===== src/common/tcdm_pkg.sv =====
/*
 * TCDM subsystem package
 * Sizes, arbitration mode codes and the request, response and
 * control structs shared by the arbiter, router, banks and top level
 */

package tcdm_pkg;

  // ----------------------------------------------------------
  // Sizes
  // ----------------------------------------------------------

  localparam int unsigned NB_CHAN = 4;         // Banks, also channels per side
  localparam int unsigned ADDR_W  = 8;         // Word address inside one bank
  localparam int unsigned DATA_W  = 32;        // Bank word width
  localparam int unsigned BE_W    = DATA_W/8;  // One enable per byte
  localparam int unsigned STALL_W = 8;         // Stall counter and limit

  // ----------------------------------------------------------
  // Arbitration modes
  // ----------------------------------------------------------

  // Mode 0: counter runs while preferred side active and other side waiting
  localparam logic [1:0] ARB_MODE_BOTH     = 2'd0;
  // Mode 1: counter runs on real per-bank conflicts only
  localparam logic [1:0] ARB_MODE_CONFLICT = 2'd1;
  // Mode 2: conflict counting, forced cycle flips every bank
  localparam logic [1:0] ARB_MODE_SWAP     = 2'd2;

  // ----------------------------------------------------------
  // Channel structs
  // ----------------------------------------------------------

  // Initiator to bank
  typedef struct packed {
    logic              req;   // Request strobe
    logic              we;    // 1 = write, 0 = read
    logic [BE_W-1:0]   be;    // Byte enables, writes only
    logic [ADDR_W-1:0] add;   // Word address
    logic [DATA_W-1:0] data;  // Write data
  } tcdm_req_t;

  // Bank side back to initiator
  typedef struct packed {
    logic              gnt;      // Same cycle as req
    logic              r_valid;  // One cycle after the granted cycle
    logic [DATA_W-1:0] r_data;   // Read word, undefined after a write
  } tcdm_rsp_t;

  // Global arbitration control
  typedef struct packed {
    logic               invert_prio;  // Low side becomes preferred
    logic [1:0]         mode;         // One of the ARB_MODE_* codes
    logic [STALL_W-1:0] max_stall;    // Zero disables the starvation limit
  } arb_ctrl_t;

endpackage : tcdm_pkg

===== src/rtl/resp_router.sv =====
/*
 * Response router
 * Tracks the owning side of each bank access and returns the
 * one-cycle r_valid pulse to that side only
 */

`timescale 1ns/1ps

module resp_router
  import tcdm_pkg::*;
(
  input  logic                           clk_i,
  input  logic                           rst_ni,
  input  logic                           clear_i,
  input  tcdm_req_t [NB_CHAN-1:0]        bank_req_i,
  input  logic      [NB_CHAN-1:0]        grant_hi_i,
  input  logic      [NB_CHAN-1:0][DATA_W-1:0] bank_rdata_i,
  output logic      [NB_CHAN-1:0]        hi_rvalid_o,
  output logic      [NB_CHAN-1:0]        lo_rvalid_o,
  output logic      [NB_CHAN-1:0][DATA_W-1:0] hi_rdata_o,
  output logic      [NB_CHAN-1:0][DATA_W-1:0] lo_rdata_o
);

  logic [NB_CHAN-1:0] accepted;  // Bank took a request this cycle
  logic [NB_CHAN-1:0] valid_q;   // Response due this cycle
  logic [NB_CHAN-1:0] hi_own_q;  // 1 = high side owns that response

  always_comb
  begin
    for (int i = 0; i < NB_CHAN; i++)
    begin
      accepted[i] = bank_req_i[i].req;
    end
  end

  // ----------------------------------------------------------
  // Pending response state
  // ----------------------------------------------------------

  always_ff @(posedge clk_i or negedge rst_ni)
  begin
    if (!rst_ni)
    begin
      valid_q  <= '0;
      hi_own_q <= '0;
    end
    else
    begin
      valid_q  <= clear_i ? '0 : accepted;  // Clear drops pending pulses
      hi_own_q <= grant_hi_i;
    end
  end

  // Pulse goes to the owner only
  assign hi_rvalid_o = valid_q & hi_own_q;
  assign lo_rvalid_o = valid_q & ~hi_own_q;

  // Bank word shown on both sides, r_valid qualifies it
  assign hi_rdata_o = bank_rdata_i;
  assign lo_rdata_o = bank_rdata_i;

endmodule : resp_router


===== config.mk =====
export PLATFORM = sky130hd
export DESIGN_NAME = resp_router
export DESIGN_NICKNAME = d
export VERILOG_FILES = /design/src/common/tcdm_pkg.sv /design/src/rtl/resp_router.sv
export SDC_FILE = /design/constraint.sdc
export NUM_CORES = 1
export LEC_CHECK = 0
export ABC_AREA = 1
export BUFFER_PORTS_ARGS = -buffer_cell sky130_fd_sc_hd__buf_2
export CORE_AREA = 4 4 222 224
export CTS_BUF_LIST = sky130_fd_sc_hd__clkbuf_8 sky130_fd_sc_hd__clkbuf_16
export DETAILED_ROUTE_END_ITERATION = 7
export DIE_AREA = 0 0 226 228
export GPL_ROUTABILITY_DRIVEN = 0
export HOLD_SLACK_MARGIN = 0.12
export SLEW_MARGIN = 10
export SYNTH_ARGS = -nofsm -noshare
export SYNTH_HDL_FRONTEND = slang
export SYNTH_SLANG_ARGS = --single-unit

===== constraint.sdc =====
create_clock -name clk_i -period 0.8 [get_ports clk_i]
set_clock_uncertainty 0.15 [all_clocks]
set_input_delay 0.04 -clock clk_i [delete_from_list [all_inputs] [get_ports clk_i]]
set_output_delay 0.04 -clock clk_i [all_outputs]
set_load 0.01 [all_outputs]

==> impl_metrics.py, run 1 <==
metrics = {
    "yosys": {
        "post-synth-top-area-cell": "buf_4",
        "synth.top_cell.area_share": 0.865,
        "ys_top_cells_by_count": "buf_4, inv_1, dfrtp_1",
        "yosys_warnings": 0,
        "synth.most_common_cell": "buf_4",
        "ys.flop_type": "dfrtp_1",
        "yosysSeqAreaShare": 0.0901,
        "ys_seq_elements": 8,
        "synth_edf_count": 0,
        "ys_types": 6,
        "avgSynthCellArea_um2": 7.72,
        "syn_inst": 288,
        "mappedNetlistArea_um2": 2220,
        "synth_area_leaders": "buf_4, dfrtp_1, inv_1, nor2_2, nand2_1",
        "syn-num-nets": 607,
        "synthArstFlopShare": 1.00,
    },
    "cts": {
        "cts_setup_buffers": 0,
        "numCtsBuffers": 3,
        "cts_resized": 1,
        "clock_sinks": 8,
        "cts_buffer_depth": 2,
        "cts_hold_buf": 134,
        "cts-root-buf": "clkbuf_16",
        "cts-htree-levels": 1,
    },
    "place": {
        "hpwl_um": 9870,
        "dp.cells": 665,
        "portBuffers": 18,
    },
    "die": {
        "die_h_um": 228,
        "row_count": 80,
        "start_util": 0.0469,
        "io_pins": 583,
        "die_x_um": 226,
    },
    "run_status": {
        "stop_error": "[ERROR RSZ-0060] Max buffer count reached.",
        "stop_stage": "clock tree synthesis",
        "status": "aborted with a tool error",
    },
}
[stage by stage]
stage / setup WS, ns / cell area (um2)
after floorplan: 0.102 / 2220
after global placement: -0.0188 / 1160
after detailed placement: -0.0219 / 1160
[kinds of logic after synthesis]
group,share of synthesized area
buffers and inverters,0.885
AND/OR/NAND/NOR,0.0248
flip-flops,0.0901
==> inputs of run 2 (changes only) <==
--- a/config.mk
+++ b/config.mk
@@ -7,12 +7,11 @@
 export LEC_CHECK = 0
 export ABC_AREA = 1
 export BUFFER_PORTS_ARGS = -buffer_cell sky130_fd_sc_hd__buf_2
-export CORE_AREA = 4 4 222 224
-export CTS_BUF_LIST = sky130_fd_sc_hd__clkbuf_8 sky130_fd_sc_hd__clkbuf_16
+export CORE_AREA = 4 4 226 228
 export DETAILED_ROUTE_END_ITERATION = 7
-export DIE_AREA = 0 0 226 228
+export DIE_AREA = 0 0 230 232
 export GPL_ROUTABILITY_DRIVEN = 0
-export HOLD_SLACK_MARGIN = 0.12
+export PLACE_DENSITY_LB_ADDON = 0.15
 export SLEW_MARGIN = 10
 export SYNTH_ARGS = -nofsm -noshare
 export SYNTH_HDL_FRONTEND = slang
==> impl_metrics.py, run 2 <==
metrics = {
    "setup_path": {
        "crit_type": "flop to primary output",
        "required_ns": 0.61,
        "cp_max_fo": 2,
        "path_delay_family": "flip-flops",
        "start_kind": "flop",
        "cp_slowest_cell": "dfrtp_1",
        "end_kind": "primary output",
        "max_stage_delay_ns": 0.38,
        "arrival_ns": 0.86,
        "path_buf_inv": 1,
        "path_cells": "nor2_2, buf_2",
    },
    "pwr": {
        "leakage_uw": 0.00197,
        "peakVddDrop_mv": 1.08,
        "p_comb_frac": 0.506,
        "switching_share": 0.352,
        "powerDensity_nw_per_um2": 866,
        "power_frac_seq": 0.173,
        "power.internal_uw": 1650,
        "power.switching_uw": 898,
        "power_frac_clock": 0.321,
    },
    "cts": {
        "cts_buffer_depth": 2,
        "cts-htree-levels": 1,
        "clk_pin_slew_ns": 0.04,
        "cts_setup_buffers": 0,
        "numCtsBuffers": 3,
        "cts_hold_buf": 132,
        "cts_tree": "built",
        "cts-root-buf": "clkbuf_16",
        "clock_sinks": 8,
    },
    "layout": {
        "area_growth_pct": 32.6,
        "fin_cells": 848,
        "layout.cells.most_common": "dlymetal6s4s_1",
        "finish.utilization": 0.0603,
        "final_cell_mix": "dlymetal6s4s_1, buf_2, inv_1",
        "nets": 505,
        "final_layout_size_suffix_gt1_frac": 0.147,
        "largestRegisters": "hi_own_q (4), valid_q (4)",
        "antenna_cells": 0,
        "design_area_um2": 2950,
    },
    "routing": {
        "drt_iter0_drc": 8,
        "vias": 1087,
        "vias_per_cell": 1.28,
        "wl_per_cell_um": 11.5,
        "wl_um": 9720,
        "drtAntennaViolNets": 0,
        "route.detailed.drc": 0,
        "drt-pass1-iter-count": 2,
    },
    "place": {
        "dp.cells": 714,
        "placed_area_um2": 1220,
        "hpwl_um": 7710,
        "portBuffers": 18,
    },
    "yosys": {
        "syn_inst": 288,
        "synth.most_common_cell": "buf_4",
        "syn-num-nets": 607,
        "synthArstFlopShare": 1.00,
        "synth.top_cell.area_share": 0.865,
        "ys_types": 6,
        "avgSynthCellArea_um2": 7.72,
        "yosysSeqAreaShare": 0.0901,
        "ys.flop_type": "dfrtp_1",
        "yosys_warnings": 0,
        "ys_top_cells_by_count": "buf_4, inv_1, dfrtp_1",
        "post-synth-top-area-cell": "buf_4",
        "synth_area_leaders": "buf_4, dfrtp_1, inv_1, nor2_2, nand2_1",
        "synth_edf_count": 0,
        "ys_seq_elements": 8,
        "mappedNetlistArea_um2": 2220,
    },
    "global_route": {
        "grt_pass1_vias": 1239,
        "grt_pass1_wl_um": 11000,
        "antenna_found_initial": 1,
        "grt_overflow": 0,
        "grt_usage": 0.0306,
        "grt_max_degree": 9,
    },
    "hold_path": {
        "holdCritPathClass": "primary input to flop",
    },
    "timing": {
        "drv_slew": 0,
        "hold_viol": 8,
        "worst_pin_slew_ns": 0.387,
        "fmax_ghz": 0.956,
        "slew_headroom": 0.743,
        "finalSetupTns_ns": -1.87,
        "grt_setup_unrepaired": "true",
        "period_minus_slack_ns": 1.05,
        "timing.hold.ws_ns": -0.128,
        "fin_crit_sh": 1.31,
        "setup_viol": 8,
        "setup_slack_ns": -0.246,
    },
    "die": {
        "io_pins": 583,
        "core_area_um2": 48800,
        "row_count": 81,
        "die_x_um": 230,
        "dieArea_um2": 53400,
        "start_util": 0.0455,
        "die_h_um": 232,
    },
    "run": {
        "max_cap_viol_count": 0,
    },
    "run_status": {
        "violations": "negative hold slack, negative setup slack",
        "status": "finished, violations left",
    },
}
==> run 2: cell counts after synthesis <==
No cell type changed its count.
==> run 2: power by group through the flow <==
| stage | combinational, uW | sequential (uW) | clock (uW) |
|---|---|---|---|
| after CTS | 1220 | 441 | 850 |
| after global routing | 1380 | 443 | 880 |
| final | 1290 | 442 | 820 |
| after global placement | 93.6 | 447 | 0 |
| after detailed placement | 90.2 | 447 | 0 |
| after floorplan | 1350 | 443 | 0 |
==> run 2: cell families after synthesis <==
logic type,synth area share
buffers and inverters,0.885
DFF,0.0901
and+or+nand+nor,0.0248
==> run 2: final timing paths <==
check | endpoint | start | cells past startpoint
hold / removal | valid_q[2] | bank_req_i[137] | 3
setup / recovery | lo_rvalid_o[1] | hi_own_q[1] | 2
max in group asynchronous | valid_q[3] | rst_ni | 2
min in group asynchronous | valid_q[2] | rst_ni | 2
==> run 2: through the flow <==
step / power [uW] / worst slack [ns]
after floorplan: 1790 / 0.102
after global placement: 541 / -0.0390
after detailed placement: 537 / -0.0267
after CTS: 2510 / -0.267
after global routing: 2700 / -0.300
final: 2550 / -0.246
==> run 2: cell type report <==
| cell class | count | area (um2) |
|---|---|---|
| fillers | 5758 | 45900 |
| repair buffers | 149 | 1740 |
| well taps | 664 | 831 |
| flip-flops and latches | 8 | 200 |
| clock buffers | 3 | 75.1 |
| multi-input cells | 12 | 55.1 |
| inverters | 12 | 45.0 |
==> run 2: metal layers <==
layer / vias up / part of all wire / GRT usage
met5: - / 0 / 0
met3: 15 / 0.19 / 0.0190
met1: 452 / 0.35 / 0.0355
met4: 0 / 0.013 / 0.00662
met2: 229 / 0.45 / 0.0483
li1: 391 / - / -
==> run 2: timing repair <==
action	CTS	global route
hold endpoints to repair	272	8
cloned	0	0
pin swaps	2	2
gates resized for setup	3	130
setup endpoints to repair	8	261
No activity file was read; power rests on OpenSTA's default activity.
==> inputs of run 3 (changes only) <==
--- a/config.mk
+++ b/config.mk
@@ -6,8 +6,10 @@
 export NUM_CORES = 1
 export LEC_CHECK = 0
 export ABC_AREA = 1
+export ABC_CLOCK_PERIOD_IN_PS = 800
 export BUFFER_PORTS_ARGS = -buffer_cell sky130_fd_sc_hd__buf_2
 export CORE_AREA = 4 4 226 228
+export CTS_BUF_LIST = sky130_fd_sc_hd__clkbuf_8
 export DETAILED_ROUTE_END_ITERATION = 7
 export DIE_AREA = 0 0 230 232
 export GPL_ROUTABILITY_DRIVEN = 0
==> impl_metrics.py, run 3 (synthesis gave the netlist of run 2 again) <==
metrics = {
    "timing": {
        "period_minus_slack_ns": 1.04,
        "worst_pin_slew_ns": 0.386,
        "fmax_ghz": 0.957,
        "fin_crit_sh": 1.31,
        "slew_headroom": 0.744,
        "setup_viol": 8,
        "hold_viol": 8,
        "drv_slew": 0,
        "finalSetupTns_ns": -1.86,
        "timing.hold.ws_ns": -0.123,
        "setup_slack_ns": -0.245,
        "grt_setup_unrepaired": "true",
    },
    "setup_path": {
        "cp-endpoint": "lo_rvalid_o[1]",
        "end_kind": "primary output",
        "cp_max_fo": 2,
        "path_cells": "nor2_2, buf_2",
        "start_kind": "flop",
        "arrival_ns": 0.85,
        "required_ns": 0.61,
        "startpoint": "hi_own_q[1]",
        "cp_slowest_cell": "dfrtp_1",
        "crit_type": "flop to primary output",
        "max_stage_delay_ns": 0.38,
    },
    "routing": {
        "drt-pass1-iter-count": 2,
        "drt_iter0_drc": 6,
        "vias_per_cell": 1.28,
        "route.detailed.drc": 0,
        "vias": 1084,
        "drtAntennaViolNets": 0,
        "wl_per_cell_um": 11.5,
        "wl_um": 9730,
    },
    "cts": {
        "cts_hold_buf": 132,
        "clk_pin_slew_ns": 0.04,
        "numCtsBuffers": 3,
        "cts-htree-levels": 1,
        "cts-root-buf": "clkbuf_8",
        "cts_buffer_depth": 2,
        "cts_tree": "built",
        "clock_sinks": 8,
    },
    "die": {
        "die_x_um": 230,
        "core_area_um2": 48800,
        "dieArea_um2": 53400,
        "row_count": 81,
        "start_util": 0.0455,
        "die_h_um": 232,
        "io_pins": 583,
    },
    "layout": {
        "final_cell_mix": "dlymetal6s4s_1, buf_2, inv_1",
        "design_area_um2": 2910,
        "area_growth_pct": 31.1,
        "nets": 505,
        "fin_cells": 848,
        "final_layout_size_suffix_gt1_frac": 0.147,
        "largestRegisters": "hi_own_q (4), valid_q (4)",
        "layout.cells.most_common": "dlymetal6s4s_1",
        "antenna_cells": 0,
        "nFillCells": 5764,
    },
    "global_route": {
        "grt_pass1_vias": 1236,
        "grt_usage": 0.0307,
        "grt_overflow": 0,
        "grt_pass1_wl_um": 11200,
        "grt_max_degree": 9,
        "antenna_found_initial": 1,
    },
    "run": {
        "max_cap_viol_count": 0,
    },
    "hold_path": {
        "holdCritPathClass": "primary input to flop",
    },
    "place": {
        "hpwl_um": 7710,
        "portBuffers": 18,
        "dp.cells": 714,
        "placed_area_um2": 1220,
    },
    "pwr": {
        "leakage_uw": 0.00196,
        "peakVddDrop_mv": 0.760,
        "powerDensity_nw_per_um2": 757,
    },
    "run_status": {
        "status": "finished, violations left",
        "violations": "negative hold slack, negative setup slack",
    },
}
## run 3: cell counts in the layout (fill, tap and decap cells not counted)
No cell type changed its count.
## run 3: area by class of cell
type / count / area [um2] / area share
Timing Repair Buffer: 149 / 1740 / 0.598
Tap cell: 664 / 831 / 0.285
Sequential cell: 8 / 200 / 0.0687
Multi-Input combinational cell: 12 / 55.1 / 0.0189
Inverter: 12 / 45.0 / 0.0155
Clock buffer: 3 / 41.3 / 0.0142
## run 3: what timing repair did
item | 4_1_cts | 5_1_grt
pin swaps | 3 | 2
buffers inserted | 0 | 0
hold endpoints to repair | 272 | 8
gates resized for setup | 5 | 128
setup endpoints to repair | 8 | 261
## run 3: how the worst min path moves through the flow
stage | start | to | slack (ns) | cells past startpoint
finish | bank_req_i[137] | valid_q[2] | -0.12 | 3
global route | bank_req_i[137] | valid_q[2] | -0.13 | 3
CTS | bank_req_i[137] | valid_q[2] | -0.13 | 3
detailed placement | rst_ni | valid_q[2] | -0.25 | 1
global placement | rst_ni | hi_own_q[2] | -0.23 | 1
floorplan | rst_ni | hi_own_q[0] | -0.41 | 0
## run 3: power by group
group,internal (uW),total (uW),switching [uW]
logic,583,1290,705
clock network,325,474,149
registers,427,441,13.9
total,1340,2200,868
## run 3: metrics by stage
stage / hold WS (ns) / setup slack (ns) / total power (uW) / utilization
after global routing: -0.127 / -0.303 / 2350 / 0.0596
after CTS: -0.130 / -0.268 / 2160 / 0.0533
final: -0.123 / -0.245 / 2200 / 0.0596
after floorplan: -0.406 / 0.102 / 1790 / -
after global placement: -0.234 / -0.0390 / 541 / 0.0250
after detailed placement: -0.246 / -0.0267 / 537 / 0.0250
## run 3: per-layer routing
layer | GRT usage | part of all wire
met1 | 0.0350 | 0.35
met2 | 0.0489 | 0.45
met3 | 0.0200 | 0.19
met4 | 0.00529 | 0.0086
met5 | 0 | 0
## run 3: worst max-delay path, delay by kind of cell (launching register included)
family / cells / cell delay (ns)
buffers and inverters: 1 / 0.14
AND/OR/NAND/NOR: 1 / 0.12
flip-flops: 1 / 0.38
==> inputs of run 4 (changes only) <==
--- a/config.mk
+++ b/config.mk
@@ -8,10 +8,12 @@
 export ABC_AREA = 1
 export ABC_CLOCK_PERIOD_IN_PS = 800
 export BUFFER_PORTS_ARGS = -buffer_cell sky130_fd_sc_hd__buf_2
-export CORE_AREA = 4 4 226 228
+export CELL_PAD_IN_SITES_DETAIL_PLACEMENT = 1
+export CELL_PAD_IN_SITES_GLOBAL_PLACEMENT = 1
+export CORE_AREA = 4 4 227 229
 export CTS_BUF_LIST = sky130_fd_sc_hd__clkbuf_8
 export DETAILED_ROUTE_END_ITERATION = 7
-export DIE_AREA = 0 0 230 232
+export DIE_AREA = 0 0 231 233
 export GPL_ROUTABILITY_DRIVEN = 0
 export PLACE_DENSITY_LB_ADDON = 0.15
 export SLEW_MARGIN = 10
==> impl_metrics.py, run 4 (synthesis gave the netlist of run 2 again) <==
metrics = {
    "cts": {
        "cts_buffer_depth": 2,
        "cts_hold_buf": 133,
        "cts_setup_buffers": 0,
        "cts_tree": "built",
        "clock_sinks": 8,
        "numCtsBuffers": 3,
        "cts-htree-levels": 1,
        "cts-root-buf": "clkbuf_8",
        "clk_pin_slew_ns": 0.04,
    },
    "setup_path": {
        "startpoint": "hi_own_q[3]",
        "arrival_ns": 0.86,
        "required_ns": 0.61,
        "path_buf_inv": 1,
        "critical_path_cell_count": 2,
        "cp_slowest_cell": "dfrtp_1",
        "cp_max_fo": 2,
        "path_cells": "nor2_2, buf_2",
        "max_stage_delay_ns": 0.38,
        "start_kind": "flop",
        "crit_type": "flop to primary output",
        "end_kind": "primary output",
        "path_delay_family": "flip-flops",
    },
    "place": {
        "placed_area_um2": 1230,
        "hpwl_um": 8040,
        "portBuffers": 18,
    },
    "layout": {
        "nets": 506,
        "finish.utilization": 0.0593,
        "seq_area_um2": 200,
        "antenna_cells": 0,
        "final_layout_size_suffix_gt1_frac": 0.146,
        "multi_input_area_um2": 55.1,
        "area_growth_pct": 32.5,
        "design_area_um2": 2950,
        "largestRegisters": "hi_own_q (4), valid_q (4)",
        "layout.cells.most_common": "dlymetal6s4s_1",
        "final_cell_mix": "dlymetal6s4s_1, buf_2, inv_1",
        "nFillCells": 5939,
    },
    "routing": {
        "drtAntennaViolNets": 0,
        "vias_per_cell": 1.27,
        "drt-pass1-iter-count": 3,
        "wl_um": 9940,
        "vias": 1092,
        "route.detailed.drc": 0,
        "wl_per_cell_um": 11.6,
        "drt_iter0_drc": 8,
    },
    "hold_path": {
        "worstHoldPathCells": 3,
        "holdCritPathClass": "primary input to flop",
        "hp-start": "bank_req_i[183]",
    },
    "global_route": {
        "grt_pass1_wl_um": 11700,
        "grt_usage": 0.0316,
        "grt_pass1_vias": 1245,
        "grt_overflow": 0,
        "grt_max_degree": 9,
        "antenna_found_initial": 0,
    },
    "timing": {
        "grt_setup_unrepaired": "true",
        "period_minus_slack_ns": 1.05,
        "setup_slack_ns": -0.254,
        "slew_headroom": 0.742,
        "setup_viol": 8,
        "fmax_ghz": 0.949,
        "drv_slew": 0,
        "timing.hold.ws_ns": -0.124,
        "hold_viol": 8,
        "worst_pin_slew_ns": 0.389,
        "fin_crit_sh": 1.32,
    },
    "die": {
        "die_h_um": 233,
        "dieArea_um2": 53800,
        "start_util": 0.0447,
        "core_area_um2": 49700,
        "row_count": 82,
        "die_x_um": 231,
        "io_pins": 583,
    },
    "pwr": {
        "power_frac_seq": 0.199,
        "power.internal_uw": 1340,
        "powerDensity_nw_per_um2": 752,
        "switching_share": 0.393,
        "p_comb_frac": 0.587,
        "power_frac_clock": 0.214,
        "power.total_uw": 2210,
        "power.switching_uw": 871,
        "leakage_uw": 0.00196,
        "peakVddDrop_mv": 0.662,
    },
    "run_status": {
        "violations": "negative hold slack, negative setup slack",
        "status": "finished, violations left",
    },
    "run": {
        "max_cap_viol_count": 0,
    },
}
-- run 4: worst paths after layout --
check / to / slack [ns]
max in group asynchronous: hi_own_q[3] / 0.29
min: valid_q[3] / -0.12
min in group asynchronous: hi_own_q[0] / 0.04
max: lo_rvalid_o[3] / -0.25
-- run 4: final cells by class --
| cell class | instances | share of cell area |
|---|---|---|
| timing repair buffer | 150 | 0.599 |
| multi-input combinational | 12 | 0.0187 |
| clock buffer | 3 | 0.0140 |
| tap | 672 | 0.285 |
| inverter | 12 | 0.0153 |
| sequential | 8 | 0.0680 |
-- run 4: timing repair --
item                                    in CTS  in global routing
endpoints found under the hold margin      272                  8
resized for setup                            2                133
endpoints found under the setup margin       8                261
pin swaps                                    3                  5
-- run 4: metrics by stage --
| stage | worst slack (ns) | setup TNS [ns] | hold WS [ns] | std cells |
|---|---|---|---|---|
| after floorplan | 0.102 | 0 | -0.406 | 288 |
| after global placement | -0.0246 | -0.0467 | -0.240 | 722 |
| after detailed placement | -0.0273 | -0.0681 | -0.243 | 722 |
| after CTS | -0.274 | -31.77 | -0.130 | 858 |
| after global routing | -0.291 | -2.24 | -0.115 | 857 |
| final | -0.254 | -1.87 | -0.124 | 857 |
-- run 4: power groups by stage --
stage          clock network, uW  logic (uW)  registers (uW)
2_1_floorplan                  0        1350             443
3_3_place_gp                   0        93.6             445
3_5_place_dp                   0        92.1             445
4_1_cts                      508        1220             440
5_1_grt                      531        1400             441
6_report                     474        1300             440
-- run 4: layer usage --
metal  track usage  vias to the layer above  share of wire
li1              -                      395              -
met1        0.0338                      467           0.34
met2        0.0537                      224           0.48
met3        0.0208                        6           0.17
met4       0.00376                        0         0.0020
met5             0                        -              0
