$ cat config.mk
export PLATFORM = sky130hd
export DESIGN_NAME = prio_arbiter
export DESIGN_NICKNAME = d
export VERILOG_FILES = /design/src/common/tcdm_pkg.sv /design/src/prio_arbiter/prio_arbiter.sv
export SDC_FILE = /design/constraint.sdc
export NUM_CORES = 1
export LEC_CHECK = 0
export BUFFER_PORTS_ARGS = -buffer_cell sky130_fd_sc_hd__buf_2
export CAP_MARGIN = 5
export CORE_AREA = 4 4 221 223
export DETAILED_ROUTE_END_ITERATION = 8
export DIE_AREA = 0 0 225 227
export GPL_TIMING_DRIVEN = 0
export PLACE_DENSITY = 0.39
export SYNTH_ARGS = -nofsm -noshare
export SYNTH_HDL_FRONTEND = slang
export SYNTH_SLANG_ARGS = --single-unit
$ cat constraint.sdc
create_clock -name clk_i -period 3.9 [get_ports clk_i]
set_clock_uncertainty 0.2 [all_clocks]
set_input_delay 0.78 -clock clk_i [delete_from_list [all_inputs] [get_ports clk_i]]
set_output_delay 0.78 -clock clk_i [all_outputs]
set_load 0.005 [all_outputs]
$ cat src/common/tcdm_pkg.sv
/*
 * TCDM subsystem package
 * Sizes, arbitration mode codes and the request, response and
 * control structs shared by the arbiter, router, banks and top level
 */

package tcdm_pkg;

  // ----------------------------------------------------------
  // Sizes
  // ----------------------------------------------------------

  localparam int unsigned NB_CHAN = 4;         // Banks, also channels per side
  localparam int unsigned ADDR_W  = 8;         // Word address inside one bank
  localparam int unsigned DATA_W  = 32;        // Bank word width
  localparam int unsigned BE_W    = DATA_W/8;  // One enable per byte
  localparam int unsigned STALL_W = 8;         // Stall counter and limit

  // ----------------------------------------------------------
  // Arbitration modes
  // ----------------------------------------------------------

  // Mode 0: counter runs while preferred side active and other side waiting
  localparam logic [1:0] ARB_MODE_BOTH     = 2'd0;
  // Mode 1: counter runs on real per-bank conflicts only
  localparam logic [1:0] ARB_MODE_CONFLICT = 2'd1;
  // Mode 2: conflict counting, forced cycle flips every bank
  localparam logic [1:0] ARB_MODE_SWAP     = 2'd2;

  // ----------------------------------------------------------
  // Channel structs
  // ----------------------------------------------------------

  // Initiator to bank
  typedef struct packed {
    logic              req;   // Request strobe
    logic              we;    // 1 = write, 0 = read
    logic [BE_W-1:0]   be;    // Byte enables, writes only
    logic [ADDR_W-1:0] add;   // Word address
    logic [DATA_W-1:0] data;  // Write data
  } tcdm_req_t;

  // Bank side back to initiator
  typedef struct packed {
    logic              gnt;      // Same cycle as req
    logic              r_valid;  // One cycle after the granted cycle
    logic [DATA_W-1:0] r_data;   // Read word, undefined after a write
  } tcdm_rsp_t;

  // Global arbitration control
  typedef struct packed {
    logic               invert_prio;  // Low side becomes preferred
    logic [1:0]         mode;         // One of the ARB_MODE_* codes
    logic [STALL_W-1:0] max_stall;    // Zero disables the starvation limit
  } arb_ctrl_t;

endpackage : tcdm_pkg
$ cat src/prio_arbiter/prio_arbiter.sv
/*
 * Unbalanced-priority bank arbiter
 * Picks the high or low initiator side for every bank each cycle,
 * with run-time priority swap and a stall counter that lets the
 * other side through once the limit is reached
 */

`timescale 1ns/1ps

module prio_arbiter
  import tcdm_pkg::*;
(
  input  logic                      clk_i,
  input  logic                      rst_ni,
  input  logic                      clear_i,
  input  arb_ctrl_t                 ctrl_i,
  input  tcdm_req_t [NB_CHAN-1:0]   hi_req_i,
  input  tcdm_req_t [NB_CHAN-1:0]   lo_req_i,
  output tcdm_req_t [NB_CHAN-1:0]   bank_req_o,
  output logic      [NB_CHAN-1:0]   grant_hi_o,
  output logic      [NB_CHAN-1:0]   hi_gnt_o,
  output logic      [NB_CHAN-1:0]   lo_gnt_o
);

  logic [NB_CHAN-1:0] hi_req_vec;   // Physical high side strobes
  logic [NB_CHAN-1:0] lo_req_vec;   // Physical low side strobes
  logic [NB_CHAN-1:0] pref_req;     // H, preferred side strobes
  logic [NB_CHAN-1:0] other_req;    // L, other side strobes
  logic [NB_CHAN-1:0] pref_own;     // Bank goes to preferred side
  logic               force_other;  // Stall limit reached
  logic               pref_active;  // Preferred side holds the banks
  logic               cnt_inc;      // Counter advance condition
  logic [STALL_W-1:0] stall_cnt_q;

  // ----------------------------------------------------------
  // Side mapping
  // ----------------------------------------------------------

  always_comb
  begin
    for (int i = 0; i < NB_CHAN; i++)
    begin
      hi_req_vec[i] = hi_req_i[i].req;
      lo_req_vec[i] = lo_req_i[i].req;
    end
  end

  // invert_prio swaps which physical side is H
  assign pref_req  = ctrl_i.invert_prio ? lo_req_vec : hi_req_vec;
  assign other_req = ctrl_i.invert_prio ? hi_req_vec : lo_req_vec;

  // ----------------------------------------------------------
  // Side selection
  // ----------------------------------------------------------

  // Limit of zero switches the starvation guard off
  assign force_other = (ctrl_i.max_stall != '0) && (stall_cnt_q >= ctrl_i.max_stall);
  assign pref_active = (|pref_req) && !force_other;

  // H keeps its own banks unless forced, every bank flips on a forced cycle
  assign pref_own = pref_req & {NB_CHAN{pref_active}};

  // Back to physical sides
  assign grant_hi_o = ctrl_i.invert_prio ? ~pref_own : pref_own;

  // ----------------------------------------------------------
  // Request mux and grant return
  // ----------------------------------------------------------

  always_comb
  begin
    for (int i = 0; i < NB_CHAN; i++)
    begin
      // Owner's request including its req strobe
      if (grant_hi_o[i])
      begin
        bank_req_o[i] = hi_req_i[i];
      end
      else
      begin
        bank_req_o[i] = lo_req_i[i];
      end
    end
  end

  // Banks never stall so gnt is just the owner's req
  assign hi_gnt_o = hi_req_vec & grant_hi_o;
  assign lo_gnt_o = lo_req_vec & ~grant_hi_o;

  // ----------------------------------------------------------
  // Stall counter
  // ----------------------------------------------------------

  always_comb
  begin
    case (ctrl_i.mode)
      ARB_MODE_BOTH:
      begin
        cnt_inc = pref_active && (|other_req);  // Other side kept waiting
      end
      default:
      begin
        cnt_inc = |(pref_req & other_req);      // Real bank collisions
      end
    endcase
  end

  always_ff @(posedge clk_i or negedge rst_ni)
  begin
    if (!rst_ni)
    begin
      stall_cnt_q <= '0;
    end
    else if (clear_i)
    begin
      stall_cnt_q <= '0;
    end
    else if (cnt_inc)
    begin
      stall_cnt_q <= stall_cnt_q + 1'b1;  // Wraps at 8 bits
    end
    else
    begin
      stall_cnt_q <= '0;
    end
  end

endmodule : prio_arbiter

* Word level (Yosys, flattened, before mapping) *
Cells that the tools add are included.

cells by class
  reduce and logical (&&, ||, !) cells = 9
  add/sub/neg operators = 1
  divide/modulo/power cells = 0
  mux-type cells = 10
  equality and inequality tests = 0
  $lt $le $gt $ge = 1
  $mul = 0
  shifts and indexed selects = 0
  bitwise gates (word level) = 6

operators with widths
  cell                 count
  $mux 46              4
  $and 4x4->4          4
  $mux 8               2
  $mux 4               3
  $reduce_or 4->1      3
  $add 8x1->8 const B  1
  $ge 8x8->1           1
  $not 4->4            2
  $reduce_bool 8->1    1
  $logic_and 1x1->1    3
  $logic_not 2->1      1
  $logic_not 1->1      1
  $mux 1               1

word-level totals
  word-level logic and storage cells = 28
  output and inout port bits = 196
  memory bits (read-only) = 0
  RAM bits = 0
  register bits after elaboration = 8
  memories kept = 0
  latch bits = 0

* Longest topological paths before layout *
Gate-level depths: netlist of the first run.

  depth after elaboration = 9
  gate-level depth with buffers = 10
  depth with buffers taken out = 7

* Worst setup path before layout of the first run *
Ideal clock, no wire load.

  path kind = input to output
  start = input port ctrl_i[0] in the netlist's numbering
  end = output port bank_req_o[122] in the netlist's numbering
  data arrival time = 2373 ps
  path slack = 547 ps
  cell stages on the path = 8
  cell sequence = ha_1 > nand2b_4 > a2111oi_4 > o21a_1 > buf_4 > buf_4 > buf_2 > o221ai_1

RTL lines
  item         RTL line            RTL
  from (decl)  prio_arbiter.sv:16  input arb_ctrl_t ctrl_i,
  to (decl)    prio_arbiter.sv:19  output tcdm_req_t [NB_CHAN-1:0] bank_req_o,

==> flow_metrics.env, run 1 <==
export IMPL_slew_viol_final=0
export IMPL_tns_ns=0
export IMPL_synthCells=1054
export IMPL_synth_flop_cell="dfrtp_1"
export IMPL_period_share_pct=98.3
export IMPL_drc_errors=0
export IMPL_floorplan_core_area_um2=46600
export IMPL_postRouteAntennaNets=0
export IMPL_num_rows=79
export IMPL_post_layout_net_count=2043
export IMPL_post_synth_most_frequent_cells="407 x a22oi_1, 101 x o21ai_0, 98 x clkbuf_1, 95 x nand3_1, 85 x o221ai_1"
export IMPL_report_final_setup_viol=0
export IMPL_max_cap_violations=0
export IMPL_path_max_fanout=7
export IMPL_placement_io_buffers=575
export IMPL_synth_cell_area_um2=7560
export IMPL_syn_to_final_growth_pct=59.0
export IMPL_comb_power_share_pct=84.6
export IMPL_fp_dieArea_um2=51100
export IMPL_power_report_internal_total_uw=856
export IMPL_hp_class="in2async"
export IMPL_average_wire_per_cell_in_the_routed_design_um=25.4
export IMPL_power_switching_uw=870
export IMPL_fillerInstances=5292
export IMPL_critPathKind="in2out"
export IMPL_largest_reg_by_ff_count="stall_cnt_q"
export IMPL_die_height_um=227
export IMPL_layout_drive_gt1_share_pct=46.8
export IMPL_vias=13100
export IMPL_drt_vias_per_instance=5.79
export IMPL_number_of_flip_flops_under_the_largest_register_name=8
export IMPL_fin_worst_hold_slack_ns=0.188
export IMPL_drt_wl_total_um=57500
export IMPL_dp_slack_ns=-0.567
export IMPL_hold_viol_final=0
export IMPL_layout_setup_ws_ns=0.0677
export IMPL_synthesis_nets=1445
export IMPL_clock_root_buffer="clkbuf_16"
export IMPL_startpoint_type="input port"
export IMPL_vdd_ir_drop_worst_mv=0.121
export IMPL_grt_pass1_vias=12400
export IMPL_status="completed"
export IMPL_top_regs="stall_cnt_q (8)"
export IMPL_post_synth_top_count_cell="a22oi_1"
export IMPL_tightestPinTransition_ns=0.669
export IMPL_ys_types=42
export IMPL_grt_max_degree=11
export IMPL_clockBufferDepth=2
export IMPL_worstPathArrival_ns=2.85
export IMPL_globalplace_congestion=0.906
export IMPL_cts_made_buffers=3
export IMPL_synth_seq_cells=8
export IMPL_data_required_time_at_the_worst_endpoint_ns=2.92
export IMPL_worst_setup_path_end_kind="output port"
export IMPL_unrepaired_setup_endpoints_after_global_routing="true"
export IMPL_clkSinkCount=8
export IMPL_grt_total_usage_pct=19.8
export IMPL_first_iter_violations=1284
export IMPL_design_power_total_uw=1730
export IMPL_initial_utilization_pct=16.2
export IMPL_slew_limit_headroom_pct=55.4
export IMPL_timing_fmax_mhz=261
export IMPL_total_leakage_power_uw=0.00501
export IMPL_grt_overflow_total=0
export IMPL_clock_input_transition_at_the_sequential_cells_of_the_worst_setup_and_hold_paths_ns=0.04
export IMPL_cts_tree="built"
export IMPL_synth_top_area_share_pct=40.4
export IMPL_yosys_warnings=0
export IMPL_place_hpwl_um=45000
export IMPL_synth_top_cells_by_area="a22oi_1 40%, o221ai_2 9.9%, o221ai_1 9.9%"
export IMPL_share_seq_of_total_power_pct=5.2
export IMPL_post_synth_cell_area_avg_um2=7.17
export IMPL_synth_enable_flop_cells=0
export IMPL_clock_tree_htree_level_count=1
export IMPL_die_width_um=225
export IMPL_netlist_top_cell_by_area="a22oi_1"
export IMPL_antenna_found_initial=14
export IMPL_dr_pass1_iters=6
export IMPL_boundaryPins=578
export IMPL_clock_power_share_pct=10.2
export IMPL_clk_latency_ns=0.23
export IMPL_asyncSetResetFlopFracSynth_pct=100
export IMPL_min_period_ns=3.83
export IMPL_p_per_area_nw_per_um2=144
export IMPL_grt_first_pass_wirelength_um=80500
export IMPL_synth_seq_area_share_pct=2.65
export IMPL_power_switching_fraction_pct=50.4
-- final timing paths --
kind | from | endpoint | depth (start not counted) | slack (ns)
min in group clk_i | stall_cnt_q[0]$_DFF_PN0_ | stall_cnt_q[0]$_DFF_PN0_ | 1 | 0.38
worst min register to register | stall_cnt_q[0]$_DFF_PN0_ | stall_cnt_q[0]$_DFF_PN0_ | 1 | 0.38
max in group asynchronous | rst_ni | stall_cnt_q[1]$_DFF_PN0_ | 1 | 3.14
worst max register to register | stall_cnt_q[0]$_DFF_PN0_ | stall_cnt_q[1]$_DFF_PN0_ | 8 | 1.56
worst max-delay path | ctrl_i[0] | bank_req_o[44] | 12 | 0.07
worst min-delay path | rst_ni | stall_cnt_q[3]$_DFF_PN0_ | 1 | 0.19
-- power by group through the flow --
| stage | Clock [uW] | Combinational [uW] | Sequential [uW] |
|---|---|---|---|
| after floorplan | 0 | 658 | 89.4 |
| after global placement | 0 | 1390 | 91.1 |
| after detailed placement | 0 | 1400 | 91.1 |
| after CTS | 177 | 1420 | 90.2 |
| after global routing | 181 | 1580 | 90.5 |
| final | 176 | 1460 | 90.1 |
-- kinds of logic after synthesis --
kind of cell | after synthesis | share of synthesized area [%]
flip-flops | 8 | 2.65
AND/OR/NAND/NOR | 148 | 10.0
AO/OA/AOI/OAI | 718 | 75.1
XOR/XNOR | 6 | 0.695
buffers and inverters | 165 | 10.0
adder cells (fa/ha/maj) | 9 | 1.49
-- metrics by stage --
stage                     util, %  instances  instance area (um2)
final                        25.8       2267                12000
after CTS                    24.6       2246                11500
after detailed placement     24.0       2236                11200
after global routing         25.8       2265                12000
after floorplan                 -       1054                 7560
after global placement       24.0       2236                11200
-- worst max-delay path, cell delays in order --
cell and delay, ns:
buf_2 0.12, ha_1 0.28, nand2b_4 0.15, a2111oi_4 0.32, o21a_1 0.17, buf_6 0.13
nor2_4 0.06, buf_12 0.16, clkbuf_16 0.17, buf_12 0.14, o221ai_2 0.19, buf_2 0.17
-- cells in the final DEF (no fill, tap or decap), types with 4 or more instances in the layout --
master | netlist | final
buf_2 | 35 | 596
a22oi_1 | 407 | 404
o21ai_0 | 101 | 99
nand3_1 | 95 | 95
o221ai_1 | 85 | 75
clkbuf_1 | 98 | 71
o221ai_2 | 50 | 57
a22o_1 | 47 | 47
buf_4 | 11 | 30
clkbuf_2 | 0 | 20
nand2_1 | 13 | 13
clkbuf_16 | 0 | 11
diode_2 | 0 | 10
a21oi_1 | 11 | 10
nor2_1 | 14 | 8
dfrtp_1 | 8 | 8
buf_12 | 0 | 7
clkbuf_4 | 0 | 7
buf_6 | 7 | 6
inv_1 | 9 | 5
and2_1 | 5 | 5
nor2_4 | 1 | 5
xnor2_1 | 5 | 5
ha_1 | 9 | 5
inv_2 | 1 | 4
or2_2 | 4 | 4
nor2_2 | 2 | 4
o31ai_1 | 4 | 4
ha_4 | 0 | 4
-- final cells by class --
type,count,area [um2],area share [%]
Tap cell,607,759,6.32
Antenna cell,10,25.0,0.208
Sequential cell,8,200,1.67
Inverter,10,40.0,0.333
Buffer,155,871,7.25
Clock buffer,3,75.1,0.625
Multi-Input combinational cell,881,6840,57.0
Timing Repair Buffer,593,3200,26.6
-- layer usage --
layer	wire, um	track usage, %	up-vias
li1	-	-	5801
met1	22900	25.0	6456
met2	28200	35.0	793
met3	5270	4.38	68
met4	1100	3.89	8
met5	54	0	-
-- repair_timing --
action / in CTS / in global routing
pin swaps: 4 / 8
gates cloned: 0 / 8
gates resized for setup: 46 / 88
endpoints found under the setup margin: 180 / 164
setup buffers: 7 / 3
hold buffers: 0 / 0
(Power assumes the default switching activity.)
==> run 2: changes to the inputs <==
--- a/config.mk
+++ b/config.mk
@@ -5,13 +5,14 @@
 export SDC_FILE = /design/constraint.sdc
 export NUM_CORES = 1
 export LEC_CHECK = 0
+export ABC_AREA = 1
 export BUFFER_PORTS_ARGS = -buffer_cell sky130_fd_sc_hd__buf_2
 export CAP_MARGIN = 5
-export CORE_AREA = 4 4 221 223
+export CORE_AREA = 4 4 222 224
 export DETAILED_ROUTE_END_ITERATION = 8
-export DIE_AREA = 0 0 225 227
+export DIE_AREA = 0 0 226 228
 export GPL_TIMING_DRIVEN = 0
-export PLACE_DENSITY = 0.39
+export PLACE_DENSITY = 0.3
 export SYNTH_ARGS = -nofsm -noshare
 export SYNTH_HDL_FRONTEND = slang
 export SYNTH_SLANG_ARGS = --single-unit
==> constraint.sdc (replaced) <==
create_clock -name clk_i -period 4.3 [get_ports clk_i]
set_clock_uncertainty 0.2 [all_clocks]
set_input_delay 0.86 -clock clk_i [delete_from_list [all_inputs] [get_ports clk_i]]
set_output_delay 0.86 -clock clk_i [all_outputs]
set_load 0.005 [all_outputs]
==> run 2 against run 1 <==
Global-route usage is 9.4 points lower. Highest routed layer unchanged. Setup slack better by 0.18 ns. Cell count is 14% lower. Routed wire length is 48% lower. First-iteration DRC count is 80% lower. Register-to-register slack better by 0.55 ns. Die area is 0.89% higher. Critical path depth is 3 higher. Sequential share of layout area is 1.1 points higher. Total power is 33% lower. Clock-buffer cell count stayed put. Combinational power is 37% lower. Largest cell class is now non-clock buffers.
==> flow_metrics.env, run 2 <==
export IMPL_status="completed"
export IMPL_die_height_um=228
export IMPL_grt_pass1_vias=7018
export IMPL_path_max_fanout=10
export IMPL_synth_cell_area_um2=3600
export IMPL_worst_setup_path_end_kind="output port"
export IMPL_tightestPinTransition_ns=0.618
export IMPL_post_synth_most_frequent_cells="395 x nand2_1, 193 x nand3_1, 28 x inv_1, 25 x buf_4, 18 x buf_2"
export IMPL_floorplan_core_area_um2=47300
export IMPL_syn_to_final_growth_pct=104
export IMPL_startpoint_type="input port"
export IMPL_post_layout_net_count=1714
export IMPL_timing_fmax_mhz=247
export IMPL_ys_types=25
export IMPL_fp_dieArea_um2=51500
export IMPL_multi_input_comb_area_um2=2900
export IMPL_post_cts_hold_buffer_count=0
export IMPL_regArea_um2=200
export IMPL_final_core_util_pct=15.6
export IMPL_synth_top_cells_by_area="nand2_1 41%, nand3_1 27%, dfrtp_1 5.6%"
export IMPL_largest_reg_by_ff_count="stall_cnt_q"
export IMPL_clockBufferDepth=2
export IMPL_synthCells=742
export IMPL_synth_seq_area_share_pct=5.56
export IMPL_asyncSetResetFlopFracSynth_pct=100
export IMPL_unrepaired_setup_endpoints_after_global_routing="false"
export IMPL_cts_made_buffers=3
export IMPL_report_final_setup_viol=0
export IMPL_clock_tree_htree_level_count=1
export IMPL_crit_slowest_cell="ha_1"
export IMPL_slew_limit_headroom_pct=58.8
export IMPL_max_cap_violations=0
export IMPL_synth_top_area_share_pct=41.1
export IMPL_average_wire_per_cell_in_the_routed_design_um=15.4
export IMPL_top_regs="stall_cnt_q (8)"
export IMPL_drc_errors=0
export IMPL_tns_ns=0
export IMPL_globalplace_congestion=0.815
export IMPL_fillerInstances=5656
export IMPL_grt_max_degree=11
export IMPL_hp_class="in2async"
export IMPL_post_synth_cell_area_avg_um2=4.86
export IMPL_drt_vias_per_instance=3.61
export IMPL_clk_latency_ns=0.23
export IMPL_cp_cell_sequence="buf_2, inv_1, ha_1, a21oi_1, nor2_1, nor2_1, nand3_1, nand2_2, buf_6, nand3_1, nand2_4, buf_2, nand2_1, nand2_1, buf_2"
export IMPL_layout_drive_gt1_share_pct=48.9
export IMPL_grt_total_usage_pct=10.4
export IMPL_grt_first_pass_wirelength_um=41500
export IMPL_boundaryPins=578
export IMPL_drt_wl_total_um=29800
export IMPL_layout_cells_most_common="buf_2"
export IMPL_post_synth_top_count_cell="nand2_1"
export IMPL_synth_enable_flop_cells=0
export IMPL_postRouteAntennaNets=0
export IMPL_hold_viol_final=0
export IMPL_layout_common_cells="594 x buf_2, 395 x nand2_1, 193 x nand3_1"
export IMPL_first_iter_violations=254
export IMPL_cts_tree="built"
export IMPL_period_share_pct=94.1
export IMPL_p_per_area_nw_per_um2=158
export IMPL_clock_root_buffer="clkbuf_16"
export IMPL_total_leakage_power_uw=0.00475
export IMPL_largest_stage_delay_worst_path_ns=0.29
export IMPL_synth_flop_cell="dfrtp_1"
export IMPL_vdd_ir_drop_worst_mv=0.0914
export IMPL_final_cell_area_um2=7370
export IMPL_critPathKind="in2out"
export IMPL_min_period_ns=4.05
export IMPL_post_dp_cell_area_um2=7260
export IMPL_initial_utilization_pct=7.61
export IMPL_slew_viol_final=0
export IMPL_die_width_um=226
export IMPL_synthesis_nets=1133
export IMPL_antenna_found_initial=6
export IMPL_number_of_flip_flops_under_the_largest_register_name=8
export IMPL_fin_worst_hold_slack_ns=0.269
export IMPL_data_required_time_at_the_worst_endpoint_ns=3.24
export IMPL_cpMostUsedCell="buf_2"
export IMPL_yosys_warnings=0
export IMPL_netlist_top_cell_by_area="nand2_1"
export IMPL_clkSinkCount=8
export IMPL_grt_overflow_total=0
export IMPL_num_rows=80
export IMPL_synth_seq_cells=8
export IMPL_worstPathArrival_ns=2.99
export IMPL_design_power_total_uw=1160
export IMPL_place_hpwl_um=26300
export IMPL_vias=7000
export IMPL_placement_io_buffers=576
export IMPL_clock_input_transition_at_the_sequential_cells_of_the_worst_setup_and_hold_paths_ns=0.04
export IMPL_dr_pass1_iters=7
run 2: cell types whose count changed after synthesis, sizes merged, moves of 47 or more:
cell,delta
a22oi,-407
nand2,+388
o221ai,-135
nand3,+99
clkbuf,-96
o21ai,-96
a22o,-47
run 2: logic make-up (layout without fill, tap and decap cells):
| family | Yosys count | in the layout | synth area share, % |
|---|---|---|---|
| AOI/OAI and AO/OA | 11 | 11 | 1.60 |
| xor gates and xnor gates | 6 | 6 | 1.46 |
| adders and majority gates | 9 | 9 | 3.13 |
| buffers and inverters | 87 | 666 | 14.9 |
| DFF | 8 | 8 | 5.56 |
| muxes | 1 | 1 | 0.278 |
| other | 0 | 3 | 0 |
| and+or+nand+nor | 620 | 620 | 73.1 |
run 2: stage by stage:
stage               setup slack [ns]  std cells
finish                         0.252       1939
global route                 0.00489       1938
CTS                            0.115       1936
detailed placement             0.121       1933
global placement              0.0819       1933
floorplan                      0.934        742
run 2: layer usage:
metal  global-route usage [%]  up-vias  routed length [um]
met5                        0        -                  21
met2                     21.0      380               16000
li1                         -     3546                   -
met3                     2.06       27                2710
met4                     2.26        4                 539
met1                     10.8     3043               10600
run 2: final timing paths:
path | start | end | slack (ns) | depth (start not counted)
worst max-delay path | ctrl_i[5] | bank_req_o[132] | 0.25 | 15
worst min-delay path | rst_ni | stall_cnt_q[1]$_DFF_PN0_ | 0.27 | 1
worst max register to register | stall_cnt_q[5]$_DFF_PN0_ | stall_cnt_q[2]$_DFF_PN0_ | 2.11 | 11
worst min register to register | stall_cnt_q[0]$_DFF_PN0_ | stall_cnt_q[0]$_DFF_PN0_ | 0.30 | 1
max in group asynchronous | rst_ni | stall_cnt_q[6]$_DFF_PN0_ | 3.46 | 1
min in group clk_i | stall_cnt_q[0]$_DFF_PN0_ | stall_cnt_q[0]$_DFF_PN0_ | 0.30 | 1
run 2: worst max-delay path, delay by kind of cell:
family          cells  cell delay, ns
compound gates      1            0.16
fa+ha+maj           1            0.29
buf+inv             5            0.71
simple gates        8            0.95
run 2: timing repair:
action,4_1_cts,5_1_grt
endpoints found under the hold margin,0,0
endpoints found under the setup margin,0,18
resized for setup,0,6
buffers inserted,0,0
run 2: area by class of cell:
| type | instances | area share (%) |
|---|---|---|
| Multi-Input combinational cell | 647 | 39.3 |
| Timing Repair Buffer | 576 | 39.1 |
| Tap cell | 615 | 10.4 |
| Buffer | 57 | 5.72 |
| Sequential cell | 8 | 2.72 |
| Inverter | 30 | 1.56 |
| Clock buffer | 3 | 1.02 |
| Antenna cell | 3 | 0.102 |
run 2: report_power, final:
group	switching [uW]	internal, uW	leakage, uW
registers	2.65	77.9	0.000110
clock network	35.7	120	0.0000370
logic	502	424	0.00460
==> run 3: changes to the inputs <==
--- a/config.mk
+++ b/config.mk
@@ -6,9 +6,10 @@
 export NUM_CORES = 1
 export LEC_CHECK = 0
 export ABC_AREA = 1
-export BUFFER_PORTS_ARGS = -buffer_cell sky130_fd_sc_hd__buf_2
+export BUFFER_PORTS_ARGS = -buffer_cell sky130_fd_sc_hd__buf_4
 export CAP_MARGIN = 5
 export CORE_AREA = 4 4 222 224
+export CTS_CLUSTER_SIZE = 14
 export DETAILED_ROUTE_END_ITERATION = 8
 export DIE_AREA = 0 0 226 228
 export GPL_TIMING_DRIVEN = 0
==> run 3 against run 2 <==
Cell count down 0.15%. Die area unchanged. Sequential cell count unchanged. Clock-buffer cell count unchanged. Worst hold slack worse by 0.029 ns. Design area up 19%. Largest cell class unchanged.
==> flow_metrics.env, run 3 (synthesis results as in run 2) <==
export IMPL_startpoint_type="input port"
export IMPL_tns_ns=0
export IMPL_total_leakage_power_uw=0.00522
export IMPL_placement_io_buffers=576
export IMPL_place_hpwl_um=28300
export IMPL_power_report_internal_total_uw=824
export IMPL_drt_vias_per_instance=3.59
export IMPL_cts_tree="built"
export IMPL_clkSinkCount=8
export IMPL_syn_to_final_growth_pct=144
export IMPL_report_final_setup_viol=0
export IMPL_floorplan_core_area_um2=47300
export IMPL_min_period_ns=4.16
export IMPL_first_iter_violations=260
export IMPL_vdd_ir_drop_worst_mv=0.0846
export IMPL_reg2reg_depth=11
export IMPL_drc_errors=0
export IMPL_number_of_flip_flops_under_the_largest_register_name=8
export IMPL_worstPathArrival_ns=3.10
export IMPL_grt_max_degree=11
export IMPL_grt_first_pass_wirelength_um=44300
export IMPL_tightestPinTransition_ns=0.542
export IMPL_clk_latency_ns=0.23
export IMPL_period_share_pct=96.7
export IMPL_power_switching_fraction_pct=40.3
export IMPL_share_seq_of_total_power_pct=5.8
export IMPL_status="completed"
export IMPL_fp_dieArea_um2=51500
export IMPL_globalplace_congestion=0.799
export IMPL_post_cts_hold_buffer_count=0
export IMPL_dr_pass1_iters=4
export IMPL_cts_made_buffers=3
export IMPL_layout_cells_most_common="buf_4"
export IMPL_unrepaired_setup_endpoints_after_global_routing="true"
export IMPL_post_layout_net_count=1714
export IMPL_power_switching_uw=556
export IMPL_worst_setup_path_end_kind="output port"
export IMPL_fillerInstances=5575
export IMPL_postRouteAntennaNets=0
export IMPL_clock_tree_htree_level_count=1
export IMPL_design_power_total_uw=1380
export IMPL_average_wire_per_cell_in_the_routed_design_um=16.6
export IMPL_grt_pass1_vias=7074
export IMPL_slew_limit_headroom_pct=63.9
export IMPL_grt_overflow_total=0
export IMPL_multi_input_comb_area_um2=2870
export IMPL_boundaryPins=578
export IMPL_comb_power_share_pct=83.0
export IMPL_clock_power_share_pct=11.2
export IMPL_drt_wl_total_um=32200
export IMPL_layout_drive_gt1_share_pct=48.9
export IMPL_clock_root_buffer="clkbuf_16"
export IMPL_die_width_um=226
export IMPL_antenna_found_initial=2
export IMPL_p_per_area_nw_per_um2=157
export IMPL_clock_input_transition_at_the_sequential_cells_of_the_worst_setup_and_hold_paths_ns=0.04
export IMPL_layout_common_cells="601 x buf_4, 395 x nand2_1, 193 x nand3_1"
export IMPL_slew_viol_final=0
export IMPL_final_core_util_pct=18.5
export IMPL_num_rows=80
export IMPL_max_cap_violations=0
export IMPL_data_required_time_at_the_worst_endpoint_ns=3.24
export IMPL_initial_utilization_pct=7.61
export IMPL_grt_total_usage_pct=11.2
export IMPL_timing_fmax_mhz=240
export IMPL_die_height_um=228
export IMPL_regArea_um2=200
export IMPL_hp_class="in2async"
export IMPL_vias=6955
export IMPL_top_regs="stall_cnt_q (8)"
export IMPL_hold_viol_final=0
export IMPL_critPathKind="in2out"
export IMPL_postCtsSetupBuffers=0
export IMPL_largest_reg_by_ff_count="stall_cnt_q"
export IMPL_diodes=0
export IMPL_clockBufferDepth=2
export IMPL_path_max_fanout=10
run 3: changes by cell type in the layout (fill, tap and decap cells not counted):
| cell | previous run | this run |
|---|---|---|
| nand4_4 | 2 | 0 |
| nand2_2 | 4 | 6 |
| buf_4 | 25 | 601 |
| nand2_4 | 2 | 0 |
| clkbuf_4 | 0 | 1 |
| buf_2 | 594 | 17 |
| nand4_2 | 0 | 2 |
| diode_2 | 3 | 0 |
run 3: stage by stage:
stage | cells | hold WS (ns) | setup slack, ns | area (um2)
after floorplan | 742 | 0.254 | 0.934 | 3600
after global placement | 1933 | 0.291 | 0.0890 | 8700
after detailed placement | 1933 | 0.299 | 0.105 | 8700
after CTS | 1936 | 0.242 | 0.0940 | 8770
after global routing | 1936 | 0.247 | -0.0215 | 8780
final | 1936 | 0.240 | 0.142 | 8780
run 3: metal layers:
| layer | share of wire, % | track usage, % | vias to the layer above | wire length (um) |
|---|---|---|---|---|
| li1 | - | - | 3540 | - |
| met1 | 36 | 11.6 | 3025 | 11500 |
| met2 | 53 | 22.4 | 360 | 17100 |
| met3 | 9.2 | 2.89 | 26 | 2970 |
| met4 | 1.7 | 2.11 | 4 | 556 |
| met5 | 0.065 | 0 | - | 21 |
run 3: worst paths after layout:
path	start	to	slack [ns]
hold / removal	rst_ni	stall_cnt_q[1]$_DFF_PN0_	0.24
max in group asynchronous	rst_ni	stall_cnt_q[6]$_DFF_PN0_	3.52
hold reg to reg	stall_cnt_q[0]$_DFF_PN0_	stall_cnt_q[0]$_DFF_PN0_	0.29
setup / recovery	ctrl_i[7]	bank_req_o[167]	0.14
setup reg to reg	stall_cnt_q[5]$_DFF_PN0_	stall_cnt_q[5]$_DFF_PN0_	2.12
min in group clk_i	stall_cnt_q[0]$_DFF_PN0_	stall_cnt_q[0]$_DFF_PN0_	0.29
run 3: area by class of cell:
class / instances / area share (%)
Clock buffer: 3 / 0.855
Tap cell: 615 / 8.77
Inverter: 30 / 1.31
Buffer: 57 / 4.83
Multi-Input combinational cell: 647 / 32.7
Sequential cell: 8 / 2.28
Timing Repair Buffer: 576 / 49.3
run 3: worst max-delay path: stages:
cell and delay (ns):
buf_4 0.09, inv_1 0.04, ha_1 0.30, a21o_1 0.18
nor2_1 0.11, nand3_1 0.09, nand2_2 0.14, buf_6 0.17
nand4_2 0.31, buf_2 0.34, nand3_1 0.24, nand2_1 0.08
buf_4 0.14
run 3: timing repair:
action / 4_1_cts / 5_1_grt
gates resized for setup: 0 / 3
setup endpoints to repair: 0 / 7
hold endpoints to repair: 0 / 0
run 3: power by group through the flow:
stage               Sequential [uW]  Clock, uW  Combinational [uW]
finish                         80.5        155                1140
global route                   80.8        162                1260
CTS                            80.7        158                1180
detailed placement             81.6          0                1170
global placement               81.5          0                1180
floorplan                      80.6          0                 407
